--- src/icache_pkg.sv ---
// cache geometry constants, vector typedefs and refill state encoding
package icache_pkg;

  // 4-way set associative, four instruction words per line
  localparam int num_ways    = 4;
  localparam int block_words = 4;

  // byte offset bits within one line, word select included
  localparam int offset_bits = 4;

  // byte address, fetch address is physical
  typedef logic [31:0] addr_t;

  // one instruction word
  typedef logic [31:0] instr_t;

  // way number and one-bit-per-way mask
  typedef logic [1:0] way_t;
  typedef logic [3:0] way_mask_t;

  // word within a line, address bits 3 to 2
  typedef logic [1:0] word_sel_t;

  // pseudo-LRU tree bits of one set
  // bit 0 picks the half, bit 1 picks within ways 0/1, bit 2 within ways 2/3
  typedef logic [2:0] plru_t;

  // refill engine states
  typedef enum logic [1:0] {
    idle,
    fetch,
    done
  } refill_state_e;

endpackage

--- src/icache_fetch_stage.sv ---
// fetch stage: request acceptance, array read issue, held lookup address
`timescale 1ns/100ps

module icache_fetch_stage (
  input  logic              clk_i,
  input  logic              reset_i,
  input  logic              req_v_i,
  input  icache_pkg::addr_t req_addr_i,
  output logic              req_ready_o,
  input  logic              miss_i,
  input  logic              fill_done_i,
  output logic              rd_en_o,
  output icache_pkg::addr_t rd_addr_o,
  output logic              stage_v_o,
  output icache_pkg::addr_t stage_addr_o
);

  logic              accept;
  logic              stage_v_r;
  icache_pkg::addr_t stage_addr_r;

  // a pending miss blocks new requests
  assign req_ready_o = ~miss_i;
  assign accept      = req_v_i & req_ready_o;

  // new request read or replay of the held address after a fill
  assign rd_en_o   = accept | fill_done_i;
  assign rd_addr_o = fill_done_i ? stage_addr_r : req_addr_i;

  always_ff @(posedge clk_i) begin
    if (reset_i) begin
      stage_v_r <= 1'b0;
    end else if (!miss_i) begin
      stage_v_r <= accept;
    end
  end

  always_ff @(posedge clk_i) begin
    if (accept) begin
      stage_addr_r <= req_addr_i;
    end
  end

  assign stage_v_o    = stage_v_r;
  assign stage_addr_o = stage_addr_r;

  // the held fetch keeps ready low until its refill hands back the replay
  a_miss_held: assert property (@(posedge clk_i) disable iff (reset_i)
    (miss_i && !fill_done_i) |=> miss_i)
    else $error("miss dropped before its refill finished");

endmodule

--- config.mk ---
export PLATFORM = sky130hd
export DESIGN_NAME = icache_fetch_stage
export DESIGN_NICKNAME = d
export VERILOG_FILES = /design/src/icache_pkg.sv /design/src/icache_fetch_stage.sv
export SDC_FILE = /design/constraint.sdc
export NUM_CORES = 1
export LEC_CHECK = 0
export ABC_AREA = 1
export BUFFER_PORTS_ARGS = -buffer_cell sky130_fd_sc_hd__buf_2
export CAP_MARGIN = 5
export CORE_MARGIN = 2
export CORE_UTILIZATION = 44
export CTS_CLUSTER_SIZE = 24
export DETAILED_ROUTE_END_ITERATION = 8
export GPL_ROUTABILITY_DRIVEN = 0
export GPL_TIMING_DRIVEN = 1
export PLACE_DENSITY = 0.84
export SYNTH_ARGS = -nofsm -noshare
export SYNTH_HDL_FRONTEND = slang
export SYNTH_SLANG_ARGS = --single-unit
--- constraint.sdc ---
create_clock -name clk_i -period 2.9 [get_ports clk_i]
set_input_delay 0.435 -clock clk_i [delete_from_list [all_inputs] [get_ports clk_i]]
set_output_delay 0.435 -clock clk_i [all_outputs]
set_load 0.05 [all_outputs]
# Word-level counts from Yosys, hierarchy flattened
# Cells that the tools add are included.
[op_classes]
addsub = 0
multipliers = 0
div = 0
n_lt_le_gt_ge = 0
eq_ne = 0
shifts = 0
n_mux = 1
bitwise_logic = 3
reduce_logical = 0
[op_table]
columns = ["operator", "n"]
rows = [
  ["$mux 32", 1],
  ["$and 1x1->1", 1],
  ["$not 1->1", 1],
  ["$or 1x1->1", 1],
]
[word_totals]
reg_bits = 33
latchBits = 0
ram_bits = 0
romBits = 0
in_bits = 37
out_inout_bits = 67
wordCells = 6
mem_count = 0

# Logic depth before layout (Yosys ltp)
[logic_depth]
ltp_word = 3
ltp_mapped = 5
mapped_depth_nobuf = 3

# Worst setup path after synthesis
# Ideal clock, no wire load.
[synth_timing]
path_type = "input to register"
start = "input miss_i"
end = "register stage_addr_r[0], in the netlist stage_addr_o[0], enable pin"
setup_ps = 387
t_arrival_ps = 1567
t_required_ps = 2513
setup_slack_ps = 947
path_stages = 3
path_buffers = 0
cell_sequence = "inv_1 nand2_1 inv_1"
[synth_between]
elab_chain_cells = 2
[synth_lines]
columns = ["element", "line", "rtl"]
rows = [
  ["from (decl)", "icache_fetch_stage.sv:10", "input logic miss_i,"],
  ["$not 1->1", "icache_fetch_stage.sv:23", "assign req_ready_o = ~miss_i;"],
  ["$and 1x1->1", "icache_fetch_stage.sv:24", "assign accept = req_v_i & req_ready_o;"],
  ["named net accept", "icache_fetch_stage.sv:18", "logic accept;"],
  ["to (signal assigned)", "icache_fetch_stage.sv:40", "stage_addr_r <= req_addr_i;"],
  ["to (decl)", "icache_fetch_stage.sv:20", "icache_pkg::addr_t stage_addr_r;"],
]
# The timed path passes the listed nets, and every way through them passes these cells.
# A chain may end at the register's enable or synchronous reset.

# Worst setup path in the final report
[layout_timing]
start = "input fill_done_i"
end = "output rd_addr_o[18]"
[layout_between]
elab_chain_cells = 1
[layout_lines]
columns = ["element", "line", "rtl"]
rows = [
  ["from (decl)", "icache_fetch_stage.sv:11", "input logic fill_done_i,"],
  ["$mux 32", "icache_fetch_stage.sv:28", "assign rd_addr_o = fill_done_i ? stage_addr_r : req_addr_i;"],
  ["to (decl)", "icache_fetch_stage.sv:13", "output icache_pkg::addr_t rd_addr_o,"],
]
# Every way passes these cells.

==> results.yml <==
pwr:
  totalPowerFinal_uw: 1214
  seqPwrFrac: 0.471
  internal_portion_of_total_power_uw: 735.3
  power.clock.fraction: 0.192
  power_switching_uw: 478.9
  irDropWorstVdd_mv: 0.3121
  power_per_unit_of_standard_cell_area_nw_per_um2: 598.3
  share_of_power_burned_in_combinational_logic: 0.337
  power.share.switching: 0.3944
  p_leak_uw: 0.001067
floorplanning:
  die_width_microns: 62.27
  placeableCoreArea_sq_um: 3311
  die_height_microns: 62.27
  initial_core_util: 0.4512
  fp-row-count: 21
  die-area_sq_um: 3878
  design.portCount: 104
worst_setup_path:
  arrival_ns: 1.52
  timing.critical_path.from_type: "input pin"
  worstReg2RegStart: "stage_v_o$_SDFFE_PP0N_"
  startpoint: "fill_done_i"
  crit_fanout: 33
  worst_setup_path_category: "input pin to output pin"
  worst_setup_path_end_kind: "output pin"
  worstPathRequired_ns: 2.47
clocking:
  clk_pin_slew_ns: 0.09
  clkLatencyLatePin_ns: 0.32
  cts_num_sinks: 33
  tritoncts_buffer_count: 5
  tritoncts: "yes"
  cts_repair_resize_count: 0
  cts_htree_levels: 2
  clock-root-buffer: "clkbuf_4"
  post_cts_hold_buffer_count: 0
  postCtsSetupRepairBufs: 0
  max-clock-path-buffers: 2
cells_and_area:
  final.fill_count: 293
  share_of_post_route_cells_with_drive_strength_above_1: 0.4839
  final_core_utilization: 0.6130
  final_net_count: 284
  layout.area.seq_sq_um: 980.9
  multiInputGateArea_sq_um: 399.1
  n_antenna_cell: 0
  areaGrowthSynthToFinish_pct: 35.85
timing:
  worstMarginPinSlew_ns: 0.6322
  hold_viol: 0
  finalSetupTns_ns: 0
  grt_setup_unrepaired: "no"
  hold_ws_ns: 0.2528
  timing.fmax_ghz: 0.5118
  report.final.slew_viol_count: 0
  clock_period_minus_worst_slack_ns: 1.954
  maxSlewHeadroom: 0.5785
  fin_crit_sh: 0.6738
  total_of_endpoints_with_negative_setup_slack_in_the_final_report: 0
  clock-skew-final_ns: 0
synthesis:
  top_flip_flop_cell_by_instance_count_after_synthesis: "edfxtp_1"
  synth_warnings: 0
  synthesis.area_per_instance_sq_um: 10.45
  synthDominantAreaCellType: "edfxtp_1"
  synth-seq-cells: 33
  post_synth_main_area_contributors: "edfxtp_1 64%, nand2_1 23%, nand2_2 3.8%"
  synth-edff-count: 32
  yosysUniqueCellTypes: 10
  post_synth_most_frequent_cells: "90 x nand2_1, 32 x edfxtp_1, 9 x nand2_2"
  syn-cell-area_sq_um: 1494
  synthCells: 143
  post-synth-top-count-cell: "nand2_1"
  synthDominantCellAreaShare: 0.6432
  synth_nets: 180
  seq_area_frac_synth: 0.6566
  async_reset_ff_frac: 0
route:
  drc: 0
  detail_route.iter0.violations: 34
  drt-total-wl_mm: 3.308
  wl_per_cell_microns: 11.25
  routed_via_density: 4.534
  detailroute.via_count: 1333
  drt.antenna.violating_nets: 0
  drt_pre_antenna_iters: 4
placed_design:
  detailedPlacementHpwl_mm: 2.377
  port_buffers: 103
grt:
  first_global_vias: 1206
  initial_antenna_violation_count: 0
  grt_overflow_total: 0
  pin_count_of_the_biggest_net_entering_global_routing: 34
  grt_pass1_wl_mm: 5.464
  overall_track_demand_over_capacity_in_global_routing: 0.1808
hold_path:
  hold_path.startpoint: "reset_i"
  min-delay-path-class: "input pin to register"
outcome:
  run_status: "completed"
flow_run:
  cap_violations: 0
cell type report:
| class | count | area share |
|---|---|---|
| well taps | 46 | 0.02836 |
| inverters | 3 | 0.009248 |
| clock inverters | 1 | 0.002466 |
| flip-flops and latches | 33 | 0.4834 |
| repair buffers | 104 | 0.2577 |
| multi-input cells | 100 | 0.1967 |
| clock buffers | 7 | 0.02219 |
state kept, by name (all words and copies together), names as in the netlist:
register / cells
stage_v_o: 1
stage_addr_o: 32
cell usage in the layout (no fill, tap or decap), drive strengths merged:
cell type  count
inv            3
a21oi          1
clkbuf         7
dfxtp          1
edfxtp        32
buf          104
clkinv         1
nand2         99
routing by layer:
layer | up-vias | global-route usage | part of all wire
met2 | 69 | 0.2989 | 0.48
li1 | 665 | - | -
met1 | 592 | 0.2184 | 0.42
met3 | 7 | 0.05978 | 0.083
met5 | - | 0 | 0
met4 | 0 | 0.07500 | 0.023
worst paths after layout:
kind	to	slack [ns]	depth (start not counted)
max	rd_addr_o[18]	0.95	5
min	stage_v_o$_SDFFE_PP0N_	0.25	2
max reg2reg	stage_v_o$_SDFFE_PP0N_	2.33	2
min reg2reg	stage_v_o$_SDFFE_PP0N_	0.46	2
critical path: stages:
cell	delay [ns]
buf_2	0.50
inv_8	0.20
nand2_1	0.11
nand2_1	0.06
buf_2	0.21
power by group through the flow:
stage | Combinational (uW) | Sequential (uW) | Clock (uW)
after floorplan | 208 | 692 | 0
after global placement | 408 | 582 | 0
after detailed placement | 411 | 583 | 0
after CTS | 412 | 572 | 246
after global routing | 429 | 577 | 273
final | 409 | 572 | 233
cell families after synthesis:
| group | count (synthesis) | synth area share |
|---|---|---|
| AOI/OAI and AO/OA | 1 | 0.003347 |
| buffers and inverters | 10 | 0.07621 |
| DFF | 33 | 0.6566 |
| and+or+nand+nor | 99 | 0.2638 |
stage by stage:
stage / setup WS (ns) / cells / area, sq um
2_1_floorplan: 0.9467 / 143 / 1494
3_3_place_gp: 0.9542 / 286 / 1979
3_5_place_dp: 0.9385 / 286 / 1979
4_1_cts: 0.9362 / 294 / 2029
5_1_grt: 0.8072 / 294 / 2029
6_report: 0.9459 / 294 / 2029
No activity file was read; power rests on OpenSTA's default activity.
