### config.mk
export PLATFORM = sky130hd
export DESIGN_NAME = icache_lookup
export DESIGN_NICKNAME = d
export VERILOG_FILES = /design/src/icache_pkg.sv /design/src/icache_lookup.sv
export SDC_FILE = /design/constraint.sdc
export NUM_CORES = 1
export LEC_CHECK = 0
export BUFFER_PORTS_ARGS = -buffer_cell sky130_fd_sc_hd__buf_4
export CAP_MARGIN = 40
export CORE_AREA = 2 2 116 118
export DETAILED_ROUTE_END_ITERATION = 6
export DIE_AREA = 0 0 118 120
export REMOVE_ABC_BUFFERS = 1
export SETUP_SLACK_MARGIN = 0.05
export SLEW_MARGIN = 30
export SYNTH_ARGS = -nofsm -noshare
export SYNTH_HDL_FRONTEND = slang
export SYNTH_SLANG_ARGS = --single-unit
### constraint.sdc
create_clock -name vclk -period 2.9
set_input_delay 0.29 -clock vclk [all_inputs]
set_output_delay 0.29 -clock vclk [all_outputs]
set_load 0.1 [all_outputs]
### src/icache_pkg.sv
// cache geometry constants, vector typedefs and refill state encoding
package icache_pkg;

  // 4-way set associative, four instruction words per line
  localparam int num_ways    = 4;
  localparam int block_words = 4;

  // byte offset bits within one line, word select included
  localparam int offset_bits = 4;

  // byte address, fetch address is physical
  typedef logic [31:0] addr_t;

  // one instruction word
  typedef logic [31:0] instr_t;

  // way number and one-bit-per-way mask
  typedef logic [1:0] way_t;
  typedef logic [3:0] way_mask_t;

  // word within a line, address bits 3 to 2
  typedef logic [1:0] word_sel_t;

  // pseudo-LRU tree bits of one set
  // bit 0 picks the half, bit 1 picks within ways 0/1, bit 2 within ways 2/3
  typedef logic [2:0] plru_t;

  // refill engine states
  typedef enum logic [1:0] {
    idle,
    fetch,
    done
  } refill_state_e;

endpackage

### src/icache_lookup.sv
// lookup: tag compare, hit way encode, instruction select, miss detection
`timescale 1ns/100ps

module icache_lookup #(
  parameter  int sets_p  = 16,
  localparam int index_w = $clog2(sets_p),
  localparam int tag_w   = $bits(icache_pkg::addr_t) - icache_pkg::offset_bits - index_w
) (
  input  logic                                         stage_v_i,
  input  icache_pkg::addr_t                            stage_addr_i,
  input  logic [icache_pkg::num_ways-1:0][tag_w-1:0]   tags_i,
  input  icache_pkg::way_mask_t                        valid_i,
  input  icache_pkg::instr_t [icache_pkg::num_ways-1:0] rd_data_i,
  output logic                                         resp_v_o,
  output icache_pkg::instr_t                           resp_instr_o,
  output logic                                         miss_o,
  output logic                                         hit_v_o,
  output icache_pkg::way_t                             hit_way_o
);

  logic [tag_w-1:0]      stage_tag;
  icache_pkg::way_mask_t hit_mask;
  icache_pkg::way_t      hit_way;
  logic                  any_hit;

  assign stage_tag = stage_addr_i[icache_pkg::offset_bits + index_w +: tag_w];

  always_comb begin
    for (int w = 0; w < icache_pkg::num_ways; w++) begin
      hit_mask[w] = valid_i[w] && (tags_i[w] == stage_tag);
    end
  end

  // one-hot to binary
  always_comb begin
    hit_way = '0;
    for (int w = 0; w < icache_pkg::num_ways; w++) begin
      if (hit_mask[w]) begin
        hit_way = icache_pkg::way_t'(w);
      end
    end
  end

  assign any_hit = |hit_mask;

  assign hit_v_o      = stage_v_i & any_hit;
  assign hit_way_o    = hit_way;
  assign miss_o       = stage_v_i & ~any_hit;
  assign resp_v_o     = hit_v_o;
  assign resp_instr_o = rd_data_i[hit_way];

  // two hitting ways would mean the refill installed a line that was already present
  a_one_hit: assert final (!stage_v_i || $onehot0(hit_mask))
    else $error("more than one way hits");

endmodule

* After elaboration in Yosys (flattened, before gate mapping)
Cells that the tools add are included.
** Storage, ports and cells
- Register bits after elaboration :: 0
- Bits of input ports :: 261
- Word-level logic and storage cells :: 18
** Operators by class
- Reduce and logical (&&, ||, !) cells :: 5
- $lt $le $gt $ge :: 1
- Equal/unequal tests :: 4
- Muxes and demuxes :: 5
- Bitwise gates (word level) :: 3
** Operators by type and width (number)
- $eq A24 B24 Y1 :: 4
- $bmux W32 S2 :: 1
- $mux W32 :: 1
- $logic_and A1 B1 Y1 :: 4
- $mux W2 :: 2
- $reduce_or A4 Y1 :: 1
- $lt A2 B3 Y1 const B :: 1
- $and A1 B1 Y1 :: 2
- $mux W1 :: 1
- $not A1 Y1 :: 1

* Depth between registers and ports, before layout
- Depth after elaboration :: 7
- Depth in mapped cells :: 10
- Depth with buffers taken out :: 6

* Worst setup path after synthesis
No wires, ideal clock.
- Path kind :: input port to output port
- From :: input port stage_addr_i[12]
- To :: output port resp_instr_o[31]
- Arrival time :: 3.688 ns
- Buffers on the path :: 2
- Data required time :: 2.610 ns
- Stages :: 8
- Path slack :: -1.078 ns
- Cells stage by stage :: buf_6 -> xnor2_1 -> nand2_1 -> nor4_2 -> nand4_2 -> and2_4 -> buf_6 -> a221oi_1
** On the way
- Cells in the longest elaborated chain, start to end :: 7
- Elaborated cells between the ends (all ways) :: 11
- Classes of those cells :: 3 x eq/ne; 5 x mux; 3 x reduce/logical
** Ends and longest elaborated chain
- start, declared :: RTL line icache_lookup.sv:10 : input icache_pkg::addr_t stage_addr_i,
- $eq A24 B24 Y1 :: RTL line icache_lookup.sv:30 : hit_mask[w] = valid_i[w] && (tags_i[w] == stage_tag);
- $logic_and A1 B1 Y1 :: RTL line icache_lookup.sv:30
- $mux W1 :: RTL line icache_lookup.sv:38 : if (hit_mask[w]) begin
- $mux W2 :: RTL line icache_lookup.sv:38
- $mux W2 (*) :: RTL line icache_lookup.sv:38
- $bmux W32 S2 (*) :: RTL line icache_lookup.sv:50 : assign resp_instr_o = rd_data_i[hit_way];
- $mux W32 (implied by the code) (*) :: RTL line icache_lookup.sv:50
- end, declared :: RTL line icache_lookup.sv:15 : output icache_pkg::instr_t resp_instr_o,
Mark *: on every way between the ends. The rest lies on a longest branch, timed or not. The select of a mux whose other input is x is not followed.

* Worst setup path after layout
- From :: input port stage_addr_i[8]
- To :: output port resp_instr_o[27]
Same word-level chain as after synthesis.

==> flow_summary.json <==
{
  "status": "finished clean",
  "antenna_found_initial": 0,
  "crit_arrival_ns": 2.40,
  "syn_to_final_growth_pct": 103,
  "rsz0062_at_grt": "no",
  "rows": 42,
  "path_cells": "buf_4 -> xnor2_1 -> nand2_1 -> nor4_2 -> nand4_2 -> nor2b_4 -> buf_12 -> buf_4 -> a221oi_2 -> buf_6",
  "grtUsageMet2_pct": 34.2,
  "wl_per_cell_um": 16.5,
  "leakage_uw": 0.00264,
  "synth.avg_cell_area_um2": 8.13,
  "num_antenna_cells": 0,
  "ys_seq_area_share_pct": 0,
  "drt_iter0_markers": 79,
  "hpwl_um": 11500,
  "via_count": 3411,
  "post-synth-top-area-cell": "a221oi_2",
  "syn_inst": 302,
  "top_usage_layer": "met2",
  "clock_power_share_pct": 0,
  "routed_wl_um": 12800,
  "seq_area_um2": 0,
  "cell_internal_pwr_uw": 373,
  "slowest_stage": "nor4_2",
  "fmax_mhz": 372,
  "worst_path_largest_cell_delay_ns": 0.35,
  "ant_nets": 0,
  "hold_viol_final": 0,
  "setup.worst_path.class": "in2out",
  "drt-pass1-iter-count": 4,
  "nFlopsAndLatches": 0,
  "fin_util_pct": 38.3,
  "stdcell_area_um2": 4970,
  "coreArea_um2": 13000,
  "drc": 0,
  "cp-start-kind": "input port",
  "seqPwrFrac_pct": 0,
  "combPwrFrac_pct": 100.0,
  "drive_above_1_share_pct": 58.9,
  "grt_max_degree": 23,
  "setup_viol": 0,
  "hold_buffers": 0,
  "nClkBuffers": 0,
  "cap_violations": 0,
  "swShare_pct": 51.6,
  "switchingPower_uw": 397,
  "synthDistinctLibCells": 31,
  "dieArea_um2": 14200,
  "place_area_um2": 4880,
  "tightestPinTransition_ns": 0.463,
  "powerDensity_nw_per_um2": 155,
  "final_cell_mix": "buf_4 (298), xor2_1 (47), xnor2_1 (46), inv_1 (33), nor2_1 (33)",
  "period_share_pct": 92.7,
  "post_drt_via_cell_ratio": 4.40,
  "slew_violations": 0,
  "max-vdd-ir-drop_uv": 74.7,
  "io_buffers": 290,
  "gp_congestion": 0.868,
  "die_w_um": 118,
  "grt-ovfl-total": 0,
  "worstPathMaxFanout": 15,
  "synth_area_leaders": "a221oi_2 (19%), xnor2_1 (17%), xor2_1 (17%)",
  "layout_commonest_cell": "buf_4",
  "layout_min_cycle_time_ns": 2.69,
  "grt_pass1_wl_um": 19000,
  "worstPathRequired_ns": 2.61,
  "initial_core_util_pct": 18.9,
  "nets": 862,
  "hold_ws_ns": 0.980,
  "setup_tns_ns": 0,
  "met1_usage_pct": 18.6,
  "io_pins": 298,
  "crit_path_frequent_cell": "buf_4",
  "min_path_type": "in2out",
  "grt.total_usage_pct": 16.7,
  "relSlewSlack_pct": 68.8,
  "synth_top_area_share_pct": 19.0,
  "crit_path_end_kind": "output port",
  "chipHeight_um": 120,
  "grt_pass1_vias": 3641,
  "synth_area_um2": 2450,
  "yosysWarnings": 0,
  "met3_usage_pct": 3.14
}
==> worst max-delay path, delay by kind of cell <==
| family | cells | cell delay (ns) |
|---|---|---|
| buffers and inverters | 4 | 0.71 |
| AOI/OAI and AO/OA | 1 | 0.30 |
| and+or+nand+nor | 4 | 0.88 |
| xor gates and xnor gates | 1 | 0.20 |
==> path summary, 6_finish.rpt <==
kind	start	to	slack, ns	cells past startpoint
max	stage_addr_i[8]	resp_instr_o[27]	0.21	10
min	rd_data_i[70]	resp_instr_o[6]	0.98	4
==> logic make-up after synthesis <==
group,Yosys count,share of synthesized area [%]
XOR/XNOR,96,34.9
AND/OR/NAND/NOR,92,20.3
buffers and inverters,49,12.3
AO/OA/AOI/OAI,33,19.5
multiplexers,32,13.0
==> per-layer routing <==
metal,part of all wire (%),wire length (um)
met1,38,4850
met5,0,0
met4,0.21,27
met2,55,7010
met3,7.1,909
==> per-stage QoR <==
| step | power, uW | instances | setup WS [ns] |
|---|---|---|---|
| after global routing | 813 | 775 | 0.0507 |
| after floorplan | 367 | 286 | -2.29 |
| after CTS | 769 | 771 | 0.0851 |
| after global placement | 757 | 771 | 0.107 |
| final | 770 | 775 | 0.213 |
| after detailed placement | 766 | 771 | 0.101 |
==> power by group through the flow <==
| stage | sequential (uW) | combinational [uW] | clock, uW |
|---|---|---|---|
| 6_report | 0 | 770 | 0 |
| 5_1_grt | 0 | 813 | 0 |
| 4_1_cts | 0 | 769 | 0 |
| 3_5_place_dp | 0 | 766 | 0 |
| 3_3_place_gp | 0 | 757 | 0 |
| 2_1_floorplan | 0 | 367 | 0 |
==> timing repair <==
item                                    CTS  global route
endpoints found under the setup margin    0            20
gates resized for setup                   0            13
buffers inserted                          0             4
==> cell type report <==
type / count / area, um2
multi-input cells: 253 / 2180
well taps: 176 / 220
repair buffers: 313 / 2450
fillers: 1345 / 8010
inverters: 33 / 124
==> synth_stat cells (all sizes together) <==
master	n
a221oi	32
and2	2
and3	2
and4	1
buf	13
dlygate4sd1	3
inv	33
mux2i	32
nand2	7
nand3	4
nand4	16
nand4b	1
nand4bb	2
nor2	33
nor2b	1
nor3	5
nor3b	1
nor4	16
o21ai	1
or2	1
xnor2	49
xor2	47
(Power assumes the default switching activity.)
