==> src/icache_pkg.sv <==
// cache geometry constants, vector typedefs and refill state encoding
package icache_pkg;

  // 4-way set associative, four instruction words per line
  localparam int num_ways    = 4;
  localparam int block_words = 4;

  // byte offset bits within one line, word select included
  localparam int offset_bits = 4;

  // byte address, fetch address is physical
  typedef logic [31:0] addr_t;

  // one instruction word
  typedef logic [31:0] instr_t;

  // way number and one-bit-per-way mask
  typedef logic [1:0] way_t;
  typedef logic [3:0] way_mask_t;

  // word within a line, address bits 3 to 2
  typedef logic [1:0] word_sel_t;

  // pseudo-LRU tree bits of one set
  // bit 0 picks the half, bit 1 picks within ways 0/1, bit 2 within ways 2/3
  typedef logic [2:0] plru_t;

  // refill engine states
  typedef enum logic [1:0] {
    idle,
    fetch,
    done
  } refill_state_e;

endpackage

==> src/icache_plru.sv <==
// pseudo-LRU: per-set tree bits, update on hit and fill, victim selection
`timescale 1ns/100ps

module icache_plru #(
  parameter  int sets_p  = 16,
  localparam int index_w = $clog2(sets_p)
) (
  input  logic                  clk_i,
  input  logic                  reset_i,
  input  icache_pkg::addr_t     addr_i,
  input  icache_pkg::way_mask_t valid_i,
  input  logic                  hit_v_i,
  input  icache_pkg::way_t      hit_way_i,
  input  logic                  fill_v_i,
  input  icache_pkg::way_t      fill_way_i,
  input  icache_pkg::addr_t     fill_addr_i,
  output icache_pkg::way_t      victim_o
);

  logic [index_w-1:0] index;
  logic [index_w-1:0] fill_index;
  icache_pkg::plru_t  tree;
  icache_pkg::plru_t  tree_r [sets_p];

  // point the tree away from the way just used
  function automatic icache_pkg::plru_t touch(icache_pkg::plru_t bits, icache_pkg::way_t w);
    icache_pkg::plru_t nxt;
    nxt    = bits;
    nxt[0] = ~w[1];
    if (w[1]) begin
      nxt[2] = ~w[0];
    end else begin
      nxt[1] = ~w[0];
    end
    return nxt;
  endfunction

  assign index      = addr_i[icache_pkg::offset_bits +: index_w];
  assign fill_index = fill_addr_i[icache_pkg::offset_bits +: index_w];
  assign tree       = tree_r[index];

  // invalid ways first, lowest number wins
  always_comb begin
    victim_o = tree[0] ? {1'b1, tree[2]} : {1'b0, tree[1]};
    for (int w = icache_pkg::num_ways - 1; w >= 0; w--) begin
      if (!valid_i[w]) begin
        victim_o = icache_pkg::way_t'(w);
      end
    end
  end

  always_ff @(posedge clk_i) begin
    if (reset_i) begin
      for (int s = 0; s < sets_p; s++) begin
        tree_r[s] <= '0;
      end
    end else if (fill_v_i) begin
      tree_r[fill_index] <= touch(tree_r[fill_index], fill_way_i);
    end else if (hit_v_i) begin
      tree_r[index] <= touch(tree, hit_way_i);
    end
  end

endmodule

==> config.mk <==
export PLATFORM = sky130hd
export DESIGN_NAME = icache_plru
export DESIGN_NICKNAME = d
export VERILOG_FILES = /design/src/icache_pkg.sv /design/src/icache_plru.sv
export SDC_FILE = /design/constraint.sdc
export NUM_CORES = 1
export LEC_CHECK = 0
export BUFFER_PORTS_ARGS = -buffer_cell sky130_fd_sc_hd__buf_4
export CAP_MARGIN = 20
export CORE_ASPECT_RATIO = 0.6
export CORE_MARGIN = 2
export CORE_UTILIZATION = 48
export DETAILED_ROUTE_END_ITERATION = 6
export PLACE_DENSITY = 0.85
export SYNTH_ARGS = -nofsm -noshare
export SYNTH_HDL_FRONTEND = slang
export SYNTH_SLANG_ARGS = --single-unit
==> constraint.sdc <==
create_clock -name clk_i -period 1.95 [get_ports clk_i]
set_input_delay 0 -clock clk_i [delete_from_list [all_inputs] [get_ports clk_i]]
set_output_delay 0 -clock clk_i [all_outputs]
set_load 0.005 [all_outputs]
Yosys cells after proc, flatten, opt, wreduce, memory -nomap -nowiden. Memories as Yosys holds them, arrays and structs flattened. Cells that the tools add are included.

Bits in registers: 0. Bits in latches: 0. Bits in writable memories: 48. ROM bits: 0. Bits of input ports: 76. Logic and storage cells: 45. Memories kept: 1.

Memories: tree_r (words 16, width 3, read ports 1, clocked after memory_dff 0, wr ports 16, line icache_plru.sv:23) `icache_pkg::plru_t tree_r [sets_p];`.

Add/subtract/negate cells: 0. Multiply operators: 0. Divide/modulo/power cells: 0. $lt $le $gt $ge: 0. Equality and inequality tests: 2. Shifts and indexed selects: 0. Mux-type cells: 34. Bitwise logic cells: 4. Reductions and logical operators: 4.

Operator list (count): 2-to-1 mux 1 bit (23); 2-to-1 mux 3 bit (4); 2-to-1 mux 2 bit (5); 2-to-1 mux 4 bit (2); != test 3 bit, second input constant (2); OR reduction 3 bit (2); inverter 1 bit (4); AND reduction 2 bit (2).

Depth between registers and ports, before layout.
Depth after elaboration: 7. Depth in mapped cells: 8. Depth with buffers taken out: 5.

Least setup slack after synthesis. No wires, ideal clock.

Kind: register to register. Start point: memory tree_r[3][1] (netlist bit). End point: memory tree_r[12][1] (netlist bit) (data pin). Library setup time: 0.258 ns. Data arrival time: 1.556 ns. Required time: 1.692 ns. Slack: 0.136 ns. Cell stages (with the launch flop): 7. Path buffers: 1. Path through: edfxtp_1 mux4_1 a22oi_2 a31oi_2 a21oi_4 buf_6 nor2_1.

RTL lines (line): from (decl) (icache_plru.sv:23).

Final worst setup path.
Start point: memory tree_r[14][2] (netlist bit). End point: output port victim_o[0].

Cells in the longest elaborated chain, start to end: 6.

RTL lines: memory (16 x 3 bit); 2-to-1 mux 2 bit (line icache_plru.sv:44) `victim_o = tree[0] ? {1'b1, tree[2]} : {1'b0, tree[1]};`; 2-to-1 mux 2 bit (4 in a row) (line icache_plru.sv:46) `if (!valid_i[w]) begin`; to (decl) (line icache_plru.sv:17) `output icache_pkg::way_t victim_o`.

Every way passes these cells.

==> results.tsv <==
metric	value	unit
drv_slew	0	
p_comb_frac	0.158	
yosys.area_share.xor_xnor	0	
routedWlPerCell	18.41	µm
syn-cell-area	2849	µm²
cts_tree	built	
cp_max_fo	2	
power.switching	0.5716	mW
min_period	2011	ps
slowest_delay	480	ps
viasPerCell	5.703	
cp_cell_sequence	mux4_2, a22oi_2, buf_4, nand2_2, a211oi_2, a211oi_2, buf_4	
worstSetupPathType	reg2out	
multi_input_area	1321	µm²
largest_reg_flops	48	
switching_share	0.2497	
rsz0062_at_grt	yes	
synth_enable_flop_cells	48	
ys_ff_latch	48	
slew_headroom	0.5417	
die_x	103.5	µm
fill_cells	453	
root_buffer	clkbuf_8	
setup_viol	29	
seqPwrFrac	0.520	
ys_async_sr_fraction	0	
final_nets	355	
grt_max_degree	34	
num_antenna_cells	0	
dr.pass1.iters	4	
layout-drive-gt1-share	0.2393	
grt_pass1_vias	2008	
numPortBuffers	21	
synth_cell_types	34	
fin_cells	360	
crit_path_start_kind	register	
fin_skew	11.84	ps
io-pin-count	78	
synth_mux_area_frac	0.1032	
place_congestion	0.8965	
max-cap-violations	0	
worst-path-buf-inv	2	
end_kind	output pin	
clk_pin_slew	100	ps
tightest_slew	685.0	ps
timing.fmax	497.4	MHz
power.leakage	1.164	nW
grt_pass1_wl	10550	µm
dpl.cell_count	350	
syn-num-nets	333	
drt_first_iter_violations	198	
violations	setup timing	
syn_inst	257	
synth-simple-area-share	0.1910	
ir_drop	0.3078	mV
whs	161.5	ps
regArea	1441	µm²
grt_antenna_before_repair	0	
initial_core_util	0.5043	
top_register	tree_r	
insertion_delay	310	ps
hold_buffers	0	
cts_buffer_depth	2	
status	complete, but fails checks	
drc	0	
grtUsageMet2	0.3169	
vias	2053	
grt_overflow	0	
track_usage	0.2217	
p_int	1.717	mW
cts_sinks	48	
synthFlopType	edfxtp_1	
grt_busiest_layer	met1	
top_regs	tree_r x48	
coreArea	5649	µm²
totalWireLength	6629	µm
dieArea	6588	µm²
ys_seq_area_frac	0.5059	
setup_ws	-60.55	ps
synth_top_family_by_area	simple AND/OR/NAND/NOR gates	
power.total	2.289	mW
cp_top_family	multiplexers	
finalHoldViolCount	0	
row_count	21	
area_growth	14.36	%
fin_crit_sh	1.031	
pwr_density_cell	702.5	nW/µm²
pre_cts_ws	-60.81	ps
power.share.clock	0.322	
ys_warn_count	0	
hpwl	4736	µm
synth_fa_ha_area_frac	0	
cp.arrival	2010	ps
gr-usage-met1	0.3263	
cts_inserted_buffers	5	
avgSynthCellArea	11.09	µm²
ant_nets	0	
synth_compound_area_frac	0.1599	
crit_required	1950	ps
hold_class	in2reg	
ctsHtreeMaxLevel	2	
gr-usage-met3	0.07214	
die_y	63.68	µm
slowest_stage	mux4_2	
[cells by family after synthesis]
kind of cell / after synthesis
simple gates: 116
flops: 48
buf+inv: 21
mux: 15
compound gates: 57
[cell usage after synthesis (2+ instances only)]
cell,n,area share
and2_1,3,0.0066
mux4_1,5,0.046
buf_6,4,0.016
inv_1,4,0.0053
a221oi_1,2,0.0061
a21oi_1,3,0.0053
nor2b_1,6,0.013
mux4_2,5,0.040
mux2i_1,5,0.018
nor3_1,5,0.0088
edfxtp_1,48,0.51
nand3_1,2,0.0035
o21ai_0,5,0.0088
nand2_1,23,0.030
a22oi_2,4,0.018
o21bai_1,33,0.087
buf_2,4,0.0070
clkbuf_1,9,0.012
nor2_1,52,0.069
a211oi_1,2,0.0053
nand3b_1,2,0.0053
nand2b_1,19,0.042
[path summary, 6_finish.rpt]
kind                                                   from                     endpoint  slack, ps  depth (start not counted)
worst min register to register   tree_r[0][2]$_SDFFCE_PN0P_  tree_r[14][2]$_SDFFCE_PN0P_       1290                          5
worst max-delay path            tree_r[14][2]$_SDFFCE_PN0P_                  victim_o[0]        -60                          7
worst max register to register  tree_r[14][1]$_SDFFCE_PN0P_   tree_r[7][1]$_SDFFCE_PN0P_        -60                          6
worst min-delay path                          fill_way_i[1]  tree_r[14][2]$_SDFFCE_PN0P_        160                          3
[through the flow]
stage | util | TNS (ps) | instance area (µm²)
CTS | 0.5701 | -1027 | 3221
global placement | 0.5488 | 0 | 3100
global route | 0.5767 | -3426 | 3258
finish | 0.5767 | -1271 | 3258
floorplan | - | 0 | 2849
detailed placement | 0.5488 | -748.6 | 3100
[cell usage in the layout, fill, tap and decap left out, types with 2 or more instances in the layout]
cell,count
nor2_1,50
edfxtp_1,48
o21bai_1,33
buf_4,29
nand2_1,22
nand2b_1,19
mux4_2,7
nor2b_1,6
mux2i_1,5
a22oi_2,5
o21ai_0,5
nor3_1,5
clkbuf_8,5
inv_1,4
and2_1,3
mux4_1,3
a21oi_1,3
a221oi_2,2
nor2_2,2
a211oi_2,2
nand3b_1,2
nand3_1,2
buf_12,2
[power groups by stage]
| stage | sequential, mW | combinational [mW] | clock, mW |
|---|---|---|---|
| after floorplan | 1.21 | 0.226 | 0 |
| after global placement | 1.21 | 0.328 | 0 |
| after detailed placement | 1.21 | 0.339 | 0 |
| after CTS | 1.19 | 0.344 | 0.744 |
| after global routing | 1.19 | 0.394 | 0.789 |
| final | 1.19 | 0.362 | 0.737 |
[per-layer routing]
layer	share of wire	up-vias
li1	-	966
met1	0.43	983
met2	0.45	95
met3	0.11	9
met4	0.011	0
met5	0	-
[layout make-up]
class	instances	share of cell area
Timing Repair Buffer	32	0.08257
Clock inverter	3	0.01306
Multi-Input combinational cell	188	0.4055
Tap cell	80	0.03072
Inverter	4	0.004608
Sequential cell	48	0.4424
Clock buffer	5	0.02112
[what timing repair did]
action | 4_1_cts | 5_1_grt
endpoints found under the hold margin | 0 | 0
gates resized for setup | 2 | 8
setup endpoints to repair | 29 | 31
pin swaps | 3 | 2
setup buffers | 1 | 0
[worst reg2reg max path, delay by kind of cell, from the launching register on]
family / cells / cell delay, ps
buffers and inverters: 1 / 160
AO/OA/AOI/OAI: 3 / 620
multiplexers: 1 / 510
flip-flops: 1 / 400
AND/OR/NAND/NOR: 1 / 60
(Power assumes the default switching activity.)
