$ cat src/icache_pkg.sv
// cache geometry constants, vector typedefs and refill state encoding
package icache_pkg;

  // 4-way set associative, four instruction words per line
  localparam int num_ways    = 4;
  localparam int block_words = 4;

  // byte offset bits within one line, word select included
  localparam int offset_bits = 4;

  // byte address, fetch address is physical
  typedef logic [31:0] addr_t;

  // one instruction word
  typedef logic [31:0] instr_t;

  // way number and one-bit-per-way mask
  typedef logic [1:0] way_t;
  typedef logic [3:0] way_mask_t;

  // word within a line, address bits 3 to 2
  typedef logic [1:0] word_sel_t;

  // pseudo-LRU tree bits of one set
  // bit 0 picks the half, bit 1 picks within ways 0/1, bit 2 within ways 2/3
  typedef logic [2:0] plru_t;

  // refill engine states
  typedef enum logic [1:0] {
    idle,
    fetch,
    done
  } refill_state_e;

endpackage

$ cat src/icache_tag_array.sv
// tag array: per-way tag memories with synchronous read, resettable valid bits
`timescale 1ns/100ps

module icache_tag_array #(
  parameter  int sets_p  = 16,
  localparam int index_w = $clog2(sets_p),
  localparam int tag_w   = $bits(icache_pkg::addr_t) - icache_pkg::offset_bits - index_w
) (
  input  logic                                     clk_i,
  input  logic                                     reset_i,
  input  logic                                     rd_en_i,
  input  icache_pkg::addr_t                        rd_addr_i,
  input  logic                                     wr_en_i,
  input  icache_pkg::way_t                         wr_way_i,
  input  icache_pkg::addr_t                        wr_addr_i,
  output logic [icache_pkg::num_ways-1:0][tag_w-1:0] tags_o,
  output icache_pkg::way_mask_t                    valid_o
);

  logic [index_w-1:0] rd_index;
  logic [index_w-1:0] wr_index;
  logic [tag_w-1:0]   wr_tag;

  logic [tag_w-1:0]      tag_mem [icache_pkg::num_ways][sets_p];
  icache_pkg::way_mask_t valid_r [sets_p];

  assign rd_index = rd_addr_i[icache_pkg::offset_bits +: index_w];
  assign wr_index = wr_addr_i[icache_pkg::offset_bits +: index_w];
  assign wr_tag   = wr_addr_i[icache_pkg::offset_bits + index_w +: tag_w];

  // tag storage and its read port
  always_ff @(posedge clk_i) begin
    if (wr_en_i) begin
      tag_mem[wr_way_i][wr_index] <= wr_tag;
    end
    if (rd_en_i) begin
      for (int w = 0; w < icache_pkg::num_ways; w++) begin
        tags_o[w] <= tag_mem[w][rd_index];
      end
    end
  end

  // valid bits live in flops so reset can clear the whole cache
  always_ff @(posedge clk_i) begin
    if (reset_i) begin
      for (int s = 0; s < sets_p; s++) begin
        valid_r[s] <= '0;
      end
      valid_o <= '0;
    end else begin
      if (wr_en_i) begin
        valid_r[wr_index][wr_way_i] <= 1'b1;
      end
      if (rd_en_i) begin
        valid_o <= valid_r[rd_index];
      end
    end
  end

endmodule

$ cat config.mk
export PLATFORM = sky130hd
export DESIGN_NAME = icache_tag_array
export DESIGN_NICKNAME = d
export VERILOG_FILES = /design/src/icache_pkg.sv /design/src/icache_tag_array.sv
export SDC_FILE = /design/constraint.sdc
export NUM_CORES = 1
export LEC_CHECK = 0
export BUFFER_PORTS_ARGS = -buffer_cell sky130_fd_sc_hd__buf_2
export CAP_MARGIN = 15
export CORE_MARGIN = 5
export CORE_UTILIZATION = 55
export DETAILED_ROUTE_END_ITERATION = 10
export HOLD_SLACK_MARGIN = 0.05
export PLACE_DENSITY_LB_ADDON = 0.15
export SYNTH_ARGS = -nofsm -noshare
export SYNTH_HDL_FRONTEND = slang
export SYNTH_SLANG_ARGS = --single-unit
$ cat constraint.sdc
create_clock -name clk_i -period 2.4 [get_ports clk_i]
set_input_delay 0.24 -clock clk_i [delete_from_list [all_inputs] [get_ports clk_i]]
set_output_delay 0.24 -clock clk_i [all_outputs]
set_load 0.03 [all_outputs]
# Word-level counts from Yosys, hierarchy flattened

Memories as Yosys holds them, arrays and structs flattened. A register that Yosys moved wholly into a read port is not among the register bits.
Index checks and enable logic that the tools add are counted.

Reduce and logical (&&, ||, !) cells: 3
Mux-type cells: 25
$lt $le $gt $ge: 5
Bitwise logic cells: 2

Operator list:

| kind               | number |
|---|---|
| $bmux 24 s4        | 4 |
| $mux 384           | 1 |
| $mux 24            | 9 |
| $demux 24 s4       | 1 |
| $mux 4             | 4 |
| $ge 5x5->1 const B | 2 |
| $not 4->5          | 2 |
| $lt 5x1->1 const B | 1 |
| $mux 1             | 5 |
| $reduce_or 4->1    | 1 |
| $lt 2x3->1 const B | 1 |
| $demux 1 s2        | 1 |
| $ge 2x1->1 const B | 1 |
| $logic_and 1x1->1  | 2 |

Bits of input ports: 70
Bits in registers: 96
Memories: 2
Logic and storage cells: 41
Bits in writable memories: 1,600
Output and inout bits: 100

Memory list:

| name    | depth | width | read ports | clocked after Yosys merged registers in | write ports | line                   | source |
|---|---|---|---|---|---|---|---|
| tag_mem | 4     | 384   | 4          | 0                                       | 1           | icache_tag_array.sv:24 | `logic [tag_w-1:0] tag_mem [icache_pkg::num_ways][sets_p];` |
| valid_r | 16    | 4     | 1          | 1                                       | 16          | icache_tag_array.sv:25 | `icache_pkg::way_mask_t valid_r [sets_p];` |

# Depth between registers and ports, before layout

Gate-level depths: netlist (run 1).

Depth in word-level cells: 7
Depth in mapped cells: 8
Depth with buffers taken out: 4

# Worst setup path after synthesis (run 1)

OpenSTA, ideal clock, no wires.

Kind: input port to flip-flop
From: input wr_addr_i[4]
To: memory tag_mem[0][336] (netlist bit) (enable)
Setup slack: 0.055 ns
Stages: 4
Setup time: 0.405 ns
Arrival time: 1.940 ns
Cell sequence: clkbuf_1 nor2b_1 nand2_1 nor2_1

Cells in the longest elaborated chain, start to end: 6
Elaborated cells between the ends (all ways): 7
Classes of those cells: order compare (2); mux (3); bitwise (1); reduce/logical (1)

Ends and longest elaborated chain:

| element                                                        | line                   | source |
|---|---|---|
| start: declaration                                             | icache_tag_array.sv:15 | `input icache_pkg::addr_t wr_addr_i,` |
| $not 4->5 (not written as such) (*)                            | icache_tag_array.sv:34 | `tag_mem[wr_way_i][wr_index] <= wr_tag;` |
| $ge 5x5->1 (not written as such) or $lt 5x1->1 (tied branches) | icache_tag_array.sv:34 |  |
| $logic_and 1x1->1 (not written as such)                        | icache_tag_array.sv:34 |  |
| $mux 24 (not written as such)                                  | icache_tag_array.sv:34 |  |
| $demux 24 s4 (*)                                               | icache_tag_array.sv:34 |  |
| $mux 384 (not written as such) (*)                             | icache_tag_array.sv:34 |  |
| end: declaration                                               | icache_tag_array.sv:24 |  |

Every way passes the cells marked *; elsewhere a longest branch is shown, timed or not.

# Worst setup path after layout (run 1)

From: register tags_o[1] (netlist bit)
To: output tags_o[1] (netlist bit)

RTL lines:

| element                          | line                   | source |
|---|---|---|
| start: declaration               | icache_tag_array.sv:16 | `output logic [icache_pkg::num_ways-1:0][tag_w-1:0] tags_o,` |
| start signal: indexed assignment | icache_tag_array.sv:38 | `tags_o[w] <= tag_mem[w][rd_index];` |

No word-level cell between the ends.

==> impl_metrics.tcl, run 1 <==
set metrics [dict create \
    clock_latency_ns 0.75 \
    rsz0062_at_grt "false" \
    gr-total-overflow 0 \
    dieWidth_um 350 \
    cts-buffers-inserted 166 \
    synth_mux_area_share_pct 17.5 \
    grt_start_max_net_pins 65 \
    stdcell_count 4664 \
    port_buffers 137 \
    synthXorXnorAreaFrac_pct 0 \
    wl_met1_um 56800 \
    skew_ns 0.0165 \
    endpoint "tags_o[1]" \
    period_share_pct 73.0 \
    wl_per_cell_um 30.9 \
    drive_above_1_share_pct 35.2 \
    io_pins 170 \
    crit_required_ns 2.16 \
    hold_class "input pin to flip-flop" \
    cp.depth 1 \
    place_area_sq_um 68700 \
    ctsLongestPathBuffers 3 \
    postSynthAreaPerCell_sq_um 24.0 \
    synth_top_family_by_area "multiplexers" \
    crit_path_end_kind "primary output" \
    p_per_area_nw_per_um2 826 \
    nNetsFinal 3084 \
    final_core_util_pct 64.7 \
    yosys_warnings 0 \
    fin_tns_setup_ns 0 \
    finalCriticalPeriod_ns 1.75 \
    grt_pass1_wl_um 209000 \
    nFillCells 7302 \
    clk_pin_slew_worst_paths_ns 0.06 \
    cp_data_arrival_time_ns 1.51 \
    post-route-cell-area_sq_um 74100 \
    max_stage_delay_ns 0.51 \
    synth_cells 2643 \
    maxUsedRoutingLayer "met4" \
    crit_chain "buf_2" \
    dieArea_sq_um 122000 \
    start_kind "flip-flop" \
    drc 0 \
    synth_top_cell_area_share_pct 77.2 \
    syn_nets 2713 \
    peakVddDrop_mv 0.562 \
    synthFlopType "edfxtp_1" \
    antenna_found_initial 8 \
    reg2reg_from "tag_mem[3][209]" \
    drt_iter0_drc 3252 \
    r2r_slack_ns 0.69 \
    path_class "flip-flop to primary output" \
    hold_viol 0 \
    routed_wl_um 144000 \
    netlist_area_sq_um 63500 \
    num_rows 124 \
    crit_buf_inv 1 \
    status "completed" \
    cts-root-buf "clkbuf_16" \
    p_leak_nw 23.5 \
    drt.antenna.violating_nets 0 \
    ys_ff_latch 1700 \
    synth-edff-count 1632 \
    die_h_um 350 \
    clock_sinks 1700 \
    synth_cell_types 25 \
    cts_tree "built" \
    cpMaxStageDelayCell "edfxtp_1" \
    synth_compound_area_share_pct 0.631 \
    seq_area_sq_um 50400 \
    core_sq_um 115000 \
    rr_worst_depth 2 \
    syn_to_final_growth_pct 16.8 \
    crit_family "flip-flops" \
    wl_met3_um 10200 \
    cts_setup_buffers 0 \
    worstSetupStartpoint "tags_o[1]" \
    setup_violations 0 \
    synthAdderAreaFrac_pct 0 \
    wl_met2_um 74000 \
    htreeDepth 4 \
    synth.largest_area_cell "edfxtp_1" \
    seq_area_frac_synth_pct 79.3 \
    max-cap-violations 0 \
    r2r_end "tags_o[89]" \
    drtPass1Iterations 5 \
    drv_slew 0 \
    max_slew_margin_pct 27.8 \
    yosys.area_share.simple_pct 1.44 \
    via_per_inst 6.26 \
    worst_pin_slew_ns 1.08 \
    crit_fanout 1 \
    async_reset_ff_share_pct 0 \
    synthTopCellsByArea "edfxtp_1, mux4_2, dfxtp_1" \
    yosysMostFrequentCell "edfxtp_1" \
    vias 29200 \
    multi_input_area_sq_um 12900 \
    grt_use_total_pct 24.0 \
    initial_core_util_pct 55.4 \
    fmax_mhz 571 \
    dp_cells 4343 \
    hold_slack_ns 0.0985 \
    dp_hpwl_um 78600 \
    gp_congestion 0.794 \
    grt_pass1_vias 30400 \
    synth_common_cells "edfxtp_1, mux4_2, nor2_1" \
]
-- report_power, final --
| group | switching [mW] | internal [mW] |
|---|---|---|
| registers | 0.130 | 32.9 |
| logic | 1.84 | 1.30 |
| clock network | 10.6 | 14.5 |
-- placed cells by master (no fill, tap or decap), types with 3 or more instances in the layout --
master,netlist,final
a21oi_1,68,68
a22oi_1,8,8
buf_12,0,113
buf_2,23,132
buf_4,21,76
buf_8,0,3
bufinv_16,0,13
clkbuf_1,74,41
clkbuf_16,0,172
clkinv_1,0,28
clkinv_2,0,32
clkinv_8,0,3
clkinvlp_4,0,6
dfxtp_1,68,68
diode_2,0,4
dlygate4sd3_1,0,13
edfxtp_1,1632,1632
inv_6,0,4
mux2i_1,32,32
mux4_2,480,480
nand2_1,31,31
nand3_1,13,13
nand4_1,4,4
nor2_1,145,81
nor2_2,0,13
nor2_4,0,51
nor2b_1,6,6
nor3_1,4,4
-- state kept, by name (all words and copies together), names as in the netlist --
register  count
valid_r      64
tag_mem    1536
tags_o       96
valid_o       4
-- per-stage QoR --
| step | worst slack (ns) | power [mW] |
|---|---|---|
| after global routing | 0.525 | 63.3 |
| after floorplan | 0.0550 | 35.3 |
| final | 0.648 | 61.2 |
| after CTS | 0.571 | 61.7 |
| after detailed placement | 0.118 | 36.8 |
| after global placement | 0.130 | 36.7 |
-- timing repair --
action,in CTS,in global routing
gates resized for setup,0,0
hold endpoints to repair,201,8
hold buffers,12,1
-- final cells by class --
cell class	instances	share of cell area (%)
antenna	4	0.0135
clock buffer	213	6.01
clock inverter	89	1.11
multi-input combinational	806	17.4
sequential	1700	67.9
tap	1512	2.55
timing repair buffer	340	5.02
-- per-layer routing --
layer	vias up	track usage, %
li1	12000	-
met1	15700	33.9
met2	1224	40.5
met3	218	3.56
met4	0	6.22
met5	-	0
-- cells by family after synthesis --
| group | Yosys count |
|---|---|
| flip-flops | 1700 |
| buffers and inverters | 137 |
| multiplexers | 512 |
| AO/OA/AOI/OAI | 76 |
| AND/OR/NAND/NOR | 218 |
-- worst min path at each step --
stage                   start         endpoint  slack [ns]  depth (start not counted)
4_1_cts         wr_addr_i[20]  tag_mem[1][348]        0.05                          1
5_1_grt         wr_addr_i[17]  tag_mem[2][321]        0.09                          1
2_1_floorplan    wr_addr_i[8]    tag_mem[0][0]        0.34                          0
3_5_place_dp       valid_o[2]       valid_o[2]        0.44                          2
6_report        wr_addr_i[17]  tag_mem[2][321]         0.1                          1
3_3_place_gp   valid_r[10][3]   valid_r[10][3]        0.45                          2
(Power assumes the default switching activity.)
==> run 2: changes to the inputs <==
clock period = 1.7 ns   (was 2.4 ns; I/O delays follow)
==> run 2 against run 1 <==
Net effect: the flow now finishes with violations (setup timing); clock skew rose by 0.0077 ns; final cell count rose by 2.4%; clock-buffer cell count rose by 1; die area did not move; first-iteration DRC count rose by 3.6%; sequential power rose by 41%; critical path type is now flip-flop to flip-flop; register-to-register slack got worse by 0.69 ns; sequential cell count did not move; critical path depth rose by 1; total power rose by 40%; clock power rose by 37%; sequential share of layout area fell by 1.3 points.
==> impl_metrics.tcl, run 2 (synthesized netlist as in run 1, its figures left out) <==
set metrics [dict create \
    fmax_mhz 587 \
    grt_use_total_pct 25.1 \
    initial_core_util_pct 55.4 \
    drt_iter0_drc 3368 \
    status "finished with violations" \
    crit_buf_inv 0 \
    finalCriticalPeriod_ns 1.70 \
    crit_chain "mux4_2 -> mux4_2" \
    grt_pass1_wl_um 217000 \
    max_stage_delay_ns 0.54 \
    cts-buffers-inserted 166 \
    cp.depth 2 \
    p_per_area_nw_per_um2 1130 \
    routed_wl_um 151000 \
    antenna_found_initial 1 \
    via_per_inst 6.28 \
    grt_pass1_vias 31200 \
    gr-total-overflow 0 \
    p_leak_nw 24.2 \
    drtPass1Iterations 5 \
    place_ws_ns -0.486 \
    clock_latency_ns 0.76 \
    worst_pin_slew_ns 1.18 \
    failed_checks "setup timing" \
    timing.final.ws_setup_ns -0.00380 \
    final_common_cell "edfxtp_1" \
    wl_per_cell_um 31.5 \
    path_class "flip-flop to flip-flop" \
    crit_family "multiplexers" \
    port_buffers 137 \
    final_core_util_pct 66.0 \
    start_kind "flip-flop" \
    skew_ns 0.0242 \
    cp_data_arrival_time_ns 2.18 \
    reg2reg_from "tag_mem[3][166]" \
    drive_above_1_share_pct 37.2 \
    crit_required_ns 2.18 \
    vias 30000 \
    r2r_slack_ns -0.004 \
    dieWidth_um 350 \
    crit_top_cell "mux4_2" \
    core_sq_um 115000 \
    peakVddDrop_mv 0.968 \
    cts_tree "built" \
    clk_pin_slew_worst_paths_ns 0.06 \
    gp_congestion 0.830 \
    drt.antenna.violating_nets 0 \
    worstSetupStartpoint "tag_mem[3][166]" \
    dp_hpwl_um 87200 \
    cts-root-buf "clkbuf_16" \
    cts_setup_buffers 0 \
    io_pins 170 \
    min_path_cells 2 \
    drv_slew 0 \
    hold_viol 0 \
    num_rows 124 \
    drc 0 \
    crit_path_end_kind "flip-flop" \
    final_cell_mix "edfxtp_1, mux4_2, buf_12" \
    top_register "tag_mem" \
    setup_violations 3 \
    syn_to_final_growth_pct 19.1 \
    largest_reg_flops 1536 \
    nNetsFinal 3202 \
    rsz0062_at_grt "true" \
    max-cap-violations 0 \
    period_share_pct 100 \
    hold_class "input pin to flip-flop" \
    htreeDepth 4 \
    rr_worst_depth 2 \
    dieArea_sq_um 122000 \
    grt_start_max_net_pins 65 \
    fin_tns_setup_ns -0.00787 \
    cpMaxStageDelayCell "mux4_2" \
    die_h_um 350 \
    crit_fanout 1 \
    ctsLongestPathBuffers 3 \
    endpoint "tags_o[94]" \
    max_slew_margin_pct 21.2 \
    reg.largest.list "tag_mem: 1536 flops, tags_o: 96 flops, valid_r: 64 flops" \
    r2r_end "tags_o[94]" \
    clock_sinks 1700 \
]
==> run 2: power breakdown <==
| part | leakage [nW] | internal [mW] | switching, mW |
|---|---|---|---|
| combinational | 6.45 | 2.01 | 2.67 |
| sequential | 15.3 | 46.4 | 0.206 |
| clock | 2.47 | 19.4 | 14.9 |
| total | 24.2 | 67.8 | 17.8 |
==> run 2: metrics by stage <==
stage | cell area [sq um] | power, mW | instances | hold WS, ns
2_1_floorplan | 64000 | 50.0 | 2643 | 0.269
3_3_place_gp | 70200 | 52.0 | 4455 | 0.448
3_5_place_dp | 70200 | 52.2 | 4455 | 0.458
4_1_cts | 75400 | 86.2 | 4764 | 0.0505
5_1_grt | 75600 | 88.5 | 4775 | 0.0910
6_report | 75600 | 85.6 | 4778 | 0.0905
==> run 2: area by class of cell <==
| cell class | count | area (sq um) |
|---|---|---|
| multi-input cells | 806 | 12900 |
| well taps | 1512 | 1890 |
| diodes | 3 | 7.51 |
| clock inverters | 85 | 618 |
| repair buffers | 458 | 5410 |
| fillers | 7146 | 38900 |
| flip-flops and latches | 1700 | 50400 |
| clock buffers | 214 | 4450 |
==> run 2: worst reg2reg max path, stage by stage (launching register included) <==
cell,delay (ns)
edfxtp_1,0.40
mux4_2,0.48
mux4_2,0.55
==> run 2: how the worst min path moves through the flow <==
stage / start / endpoint
CTS: wr_way_i[0] / valid_r[1][2]
finish: wr_addr_i[19] / tag_mem[1][275]
global placement: valid_r[8][2] / valid_r[8][2]
floorplan: wr_addr_i[8] / tag_mem[0][0]
detailed placement: valid_o[0] / valid_o[0]
global route: wr_addr_i[19] / tag_mem[1][203]
==> run 2: per-layer routing <==
metal	share of wire (%)	up-vias	wire (um)	GRT usage, %
met5	0	-	0	0
met2	51	1490	76700	42.2
met3	7.9	232	11900	4.44
li1	-	12200	-	-
met1	39	16000	58600	35.0
met4	2.4	0	3610	6.42
==> run 2: repair_timing <==
item                                   CTS  global route
endpoints found under the hold margin  343           159
setup endpoints to repair                8             6
gates resized for setup                 10             3
hold buffers                            10             5
==> run 3: changes to the inputs <==
--- a/config.mk
+++ b/config.mk
@@ -13,4 +13,5 @@
 export HOLD_SLACK_MARGIN = 0.05
 export PLACE_DENSITY_LB_ADDON = 0.15
+export SETUP_SLACK_MARGIN = 0.4
 export SYNTH_ARGS = -nofsm -noshare
 export SYNTH_HDL_FRONTEND = slang
==> constraint.sdc (replaced) <==
create_clock -name clk_i -period 1.7 [get_ports clk_i]
set_input_delay 0.34 -clock clk_i [delete_from_list [all_inputs] [get_ports clk_i]]
set_output_delay 0.34 -clock clk_i [all_outputs]
set_load 0.03 [all_outputs]
==> run 3 against run 2 <==
Net effect: the run still ends with setup timing left; first-iteration DRC count increased by 1.8%; combinational power up 3%; sequential power barely moved; non-clock buffer count is 32 lower; critical path depth shrank 1; via count is 0.81% lower; critical endpoint is now tags_o[93]; largest power group unchanged.
==> impl_metrics.tcl, run 3 (synthesized netlist as in run 1, its figures left out) <==
set metrics [dict create \
    grt_pass1_wl_um 217000 \
    crit_family "flip-flops" \
    initial_core_util_pct 55.4 \
    crit_fanout 1 \
    cts-buffers-inserted 169 \
    wl_per_cell_um 31.6 \
    ctsLongestPathBuffers 3 \
    status "finished with violations" \
    drc 0 \
    cpMaxStageDelayCell "edfxtp_1" \
    timing.final.ws_setup_ns -0.116 \
    setup_violations 44 \
    final_common_cell "edfxtp_1" \
    worst_pin_slew_ns 1.22 \
    rsz0062_at_grt "true" \
    dp_cells 4437 \
    clock_latency_ns 0.77 \
    crit_chain "buf_6" \
    hold_viol 0 \
    clock_sinks 1700 \
    syn_to_final_growth_pct 19.6 \
    drt.antenna.violating_nets 0 \
    cp_data_arrival_time_ns 1.48 \
    hold_class "input pin to flip-flop" \
    final_cell_mix "edfxtp_1, mux4_2, clkbuf_16" \
    grt_use_total_pct 25.0 \
    vias 29800 \
    io_pins 170 \
    crit_required_ns 1.36 \
    cts-root-buf "clkbuf_16" \
    num_rows 124 \
    fmax_mhz 551 \
    die_h_um 350 \
    drt_iter0_drc 3429 \
    clk_pin_slew_worst_paths_ns 0.06 \
    gp_congestion 0.837 \
    nFillCells 7134 \
    cts_tree "built" \
    top_register "tag_mem" \
    p_total_mw 86.5 \
    dieWidth_um 350 \
    crit_buf_inv 1 \
    antenna_cells 0 \
    max-cap-violations 0 \
    drv_slew 0 \
    skew_ns 0.0328 \
    drtPass1Iterations 5 \
    dieArea_sq_um 122000 \
    peakVddDrop_mv 1.01 \
    reg.largest.list "tag_mem: 1536 flops, tags_o: 96 flops, valid_r: 64 flops" \
    p_per_area_nw_per_um2 1140 \
    grt_pass1_vias 31000 \
    htreeDepth 4 \
    max_slew_margin_pct 18.6 \
    period_share_pct 107 \
    path_class "flip-flop to primary output" \
    dp_hpwl_um 85900 \
    cts_setup_buffers 0 \
    gr-total-overflow 0 \
    finalCriticalPeriod_ns 1.82 \
    antenna_found_initial 5 \
    stdcell_count 4748 \
    nNetsFinal 3173 \
    routed_wl_um 150000 \
    max_stage_delay_ns 0.52 \
    failed_checks "setup timing" \
    start_kind "flip-flop" \
    drive_above_1_share_pct 37.5 \
    largest_reg_flops 1536 \
    via_per_inst 6.27 \
    core_sq_um 115000 \
    port_buffers 137 \
    p_leak_nw 24.4 \
    crit_path_end_kind "primary output" \
    grt_start_max_net_pins 65 \
]
run 3: cell count changes in the layout (fill, tap and decap cells not counted), moves of 5 or more:
cell | previous run | this run
clkinv_1 | 42 | 48
nor2_2 | 14 | 8
nand2_1 | 27 | 22
clkbuf_1 | 41 | 34
nand2_4 | 0 | 5
buf_2 | 125 | 32
buf_12 | 175 | 158
buf_6 | 8 | 102
dlygate4sd3_1 | 15 | 3
nor2_4 | 50 | 56
run 3: report_power, final:
part | internal, mW | switching (mW)
Combinational | 2.17 | 2.66
Clock | 19.9 | 15.1
Sequential | 46.4 | 0.258
run 3: metrics by stage:
step / area, sq um / worst slack (ns) / hold WS [ns] / TNS, ns / util (%)
finish: 75900 / -0.116 / 0.0860 / -2.03 / 66.3
global route: 75900 / -0.176 / 0.0639 / -4.45 / 66.3
CTS: 75900 / -0.159 / 0.0536 / -5.17 / 66.3
detailed placement: 70000 / -0.641 / 0.456 / -225.90 / 61.2
global placement: 70000 / -0.634 / 0.445 / -187.38 / 61.2
floorplan: 64300 / -0.298 / 0.436 / -135.60 / -
run 3: layout make-up:
class                      count  area, sq um  area share, %
timing repair buffer         426         5510           7.25
tap                         1512         1890           2.49
sequential                  1700        50400           66.3
multi-input combinational    806        13000           17.1
clock inverter                96          694          0.914
clock buffer                 208         4480           5.90
run 3: worst register-to-register path: cells and delay by family (launching register included):
kind	cells	cell delay [ns]
multiplexers	2	1.00
flip-flops	1	0.36
run 3: path summary, 6_finish.rpt:
path	start	to	slack (ns)	cells after the start
hold reg to reg	valid_r[7][1]	valid_r[7][1]	0.47	2
setup reg to reg	tag_mem[3][299]	tags_o[83]	0.06	2
setup / recovery	tags_o[93]	tags_o[93]	-0.12	1
hold / removal	wr_addr_i[28]	tag_mem[1][44]	0.09	2
run 3: what timing repair did:
action                     4_1_cts  5_1_grt
hold buffers                     1        2
hold endpoints to repair        28       32
gates resized for setup        204        0
setup endpoints to repair      196      196
run 3: metal layers:
metal,track usage (%),wire [um],vias to the layer above
li1,-,-,12200
met5,0,15,-
met1,35.0,59100,16000
met2,42.0,76700,1333
met3,4.57,11200,224
met4,5.95,3100,2
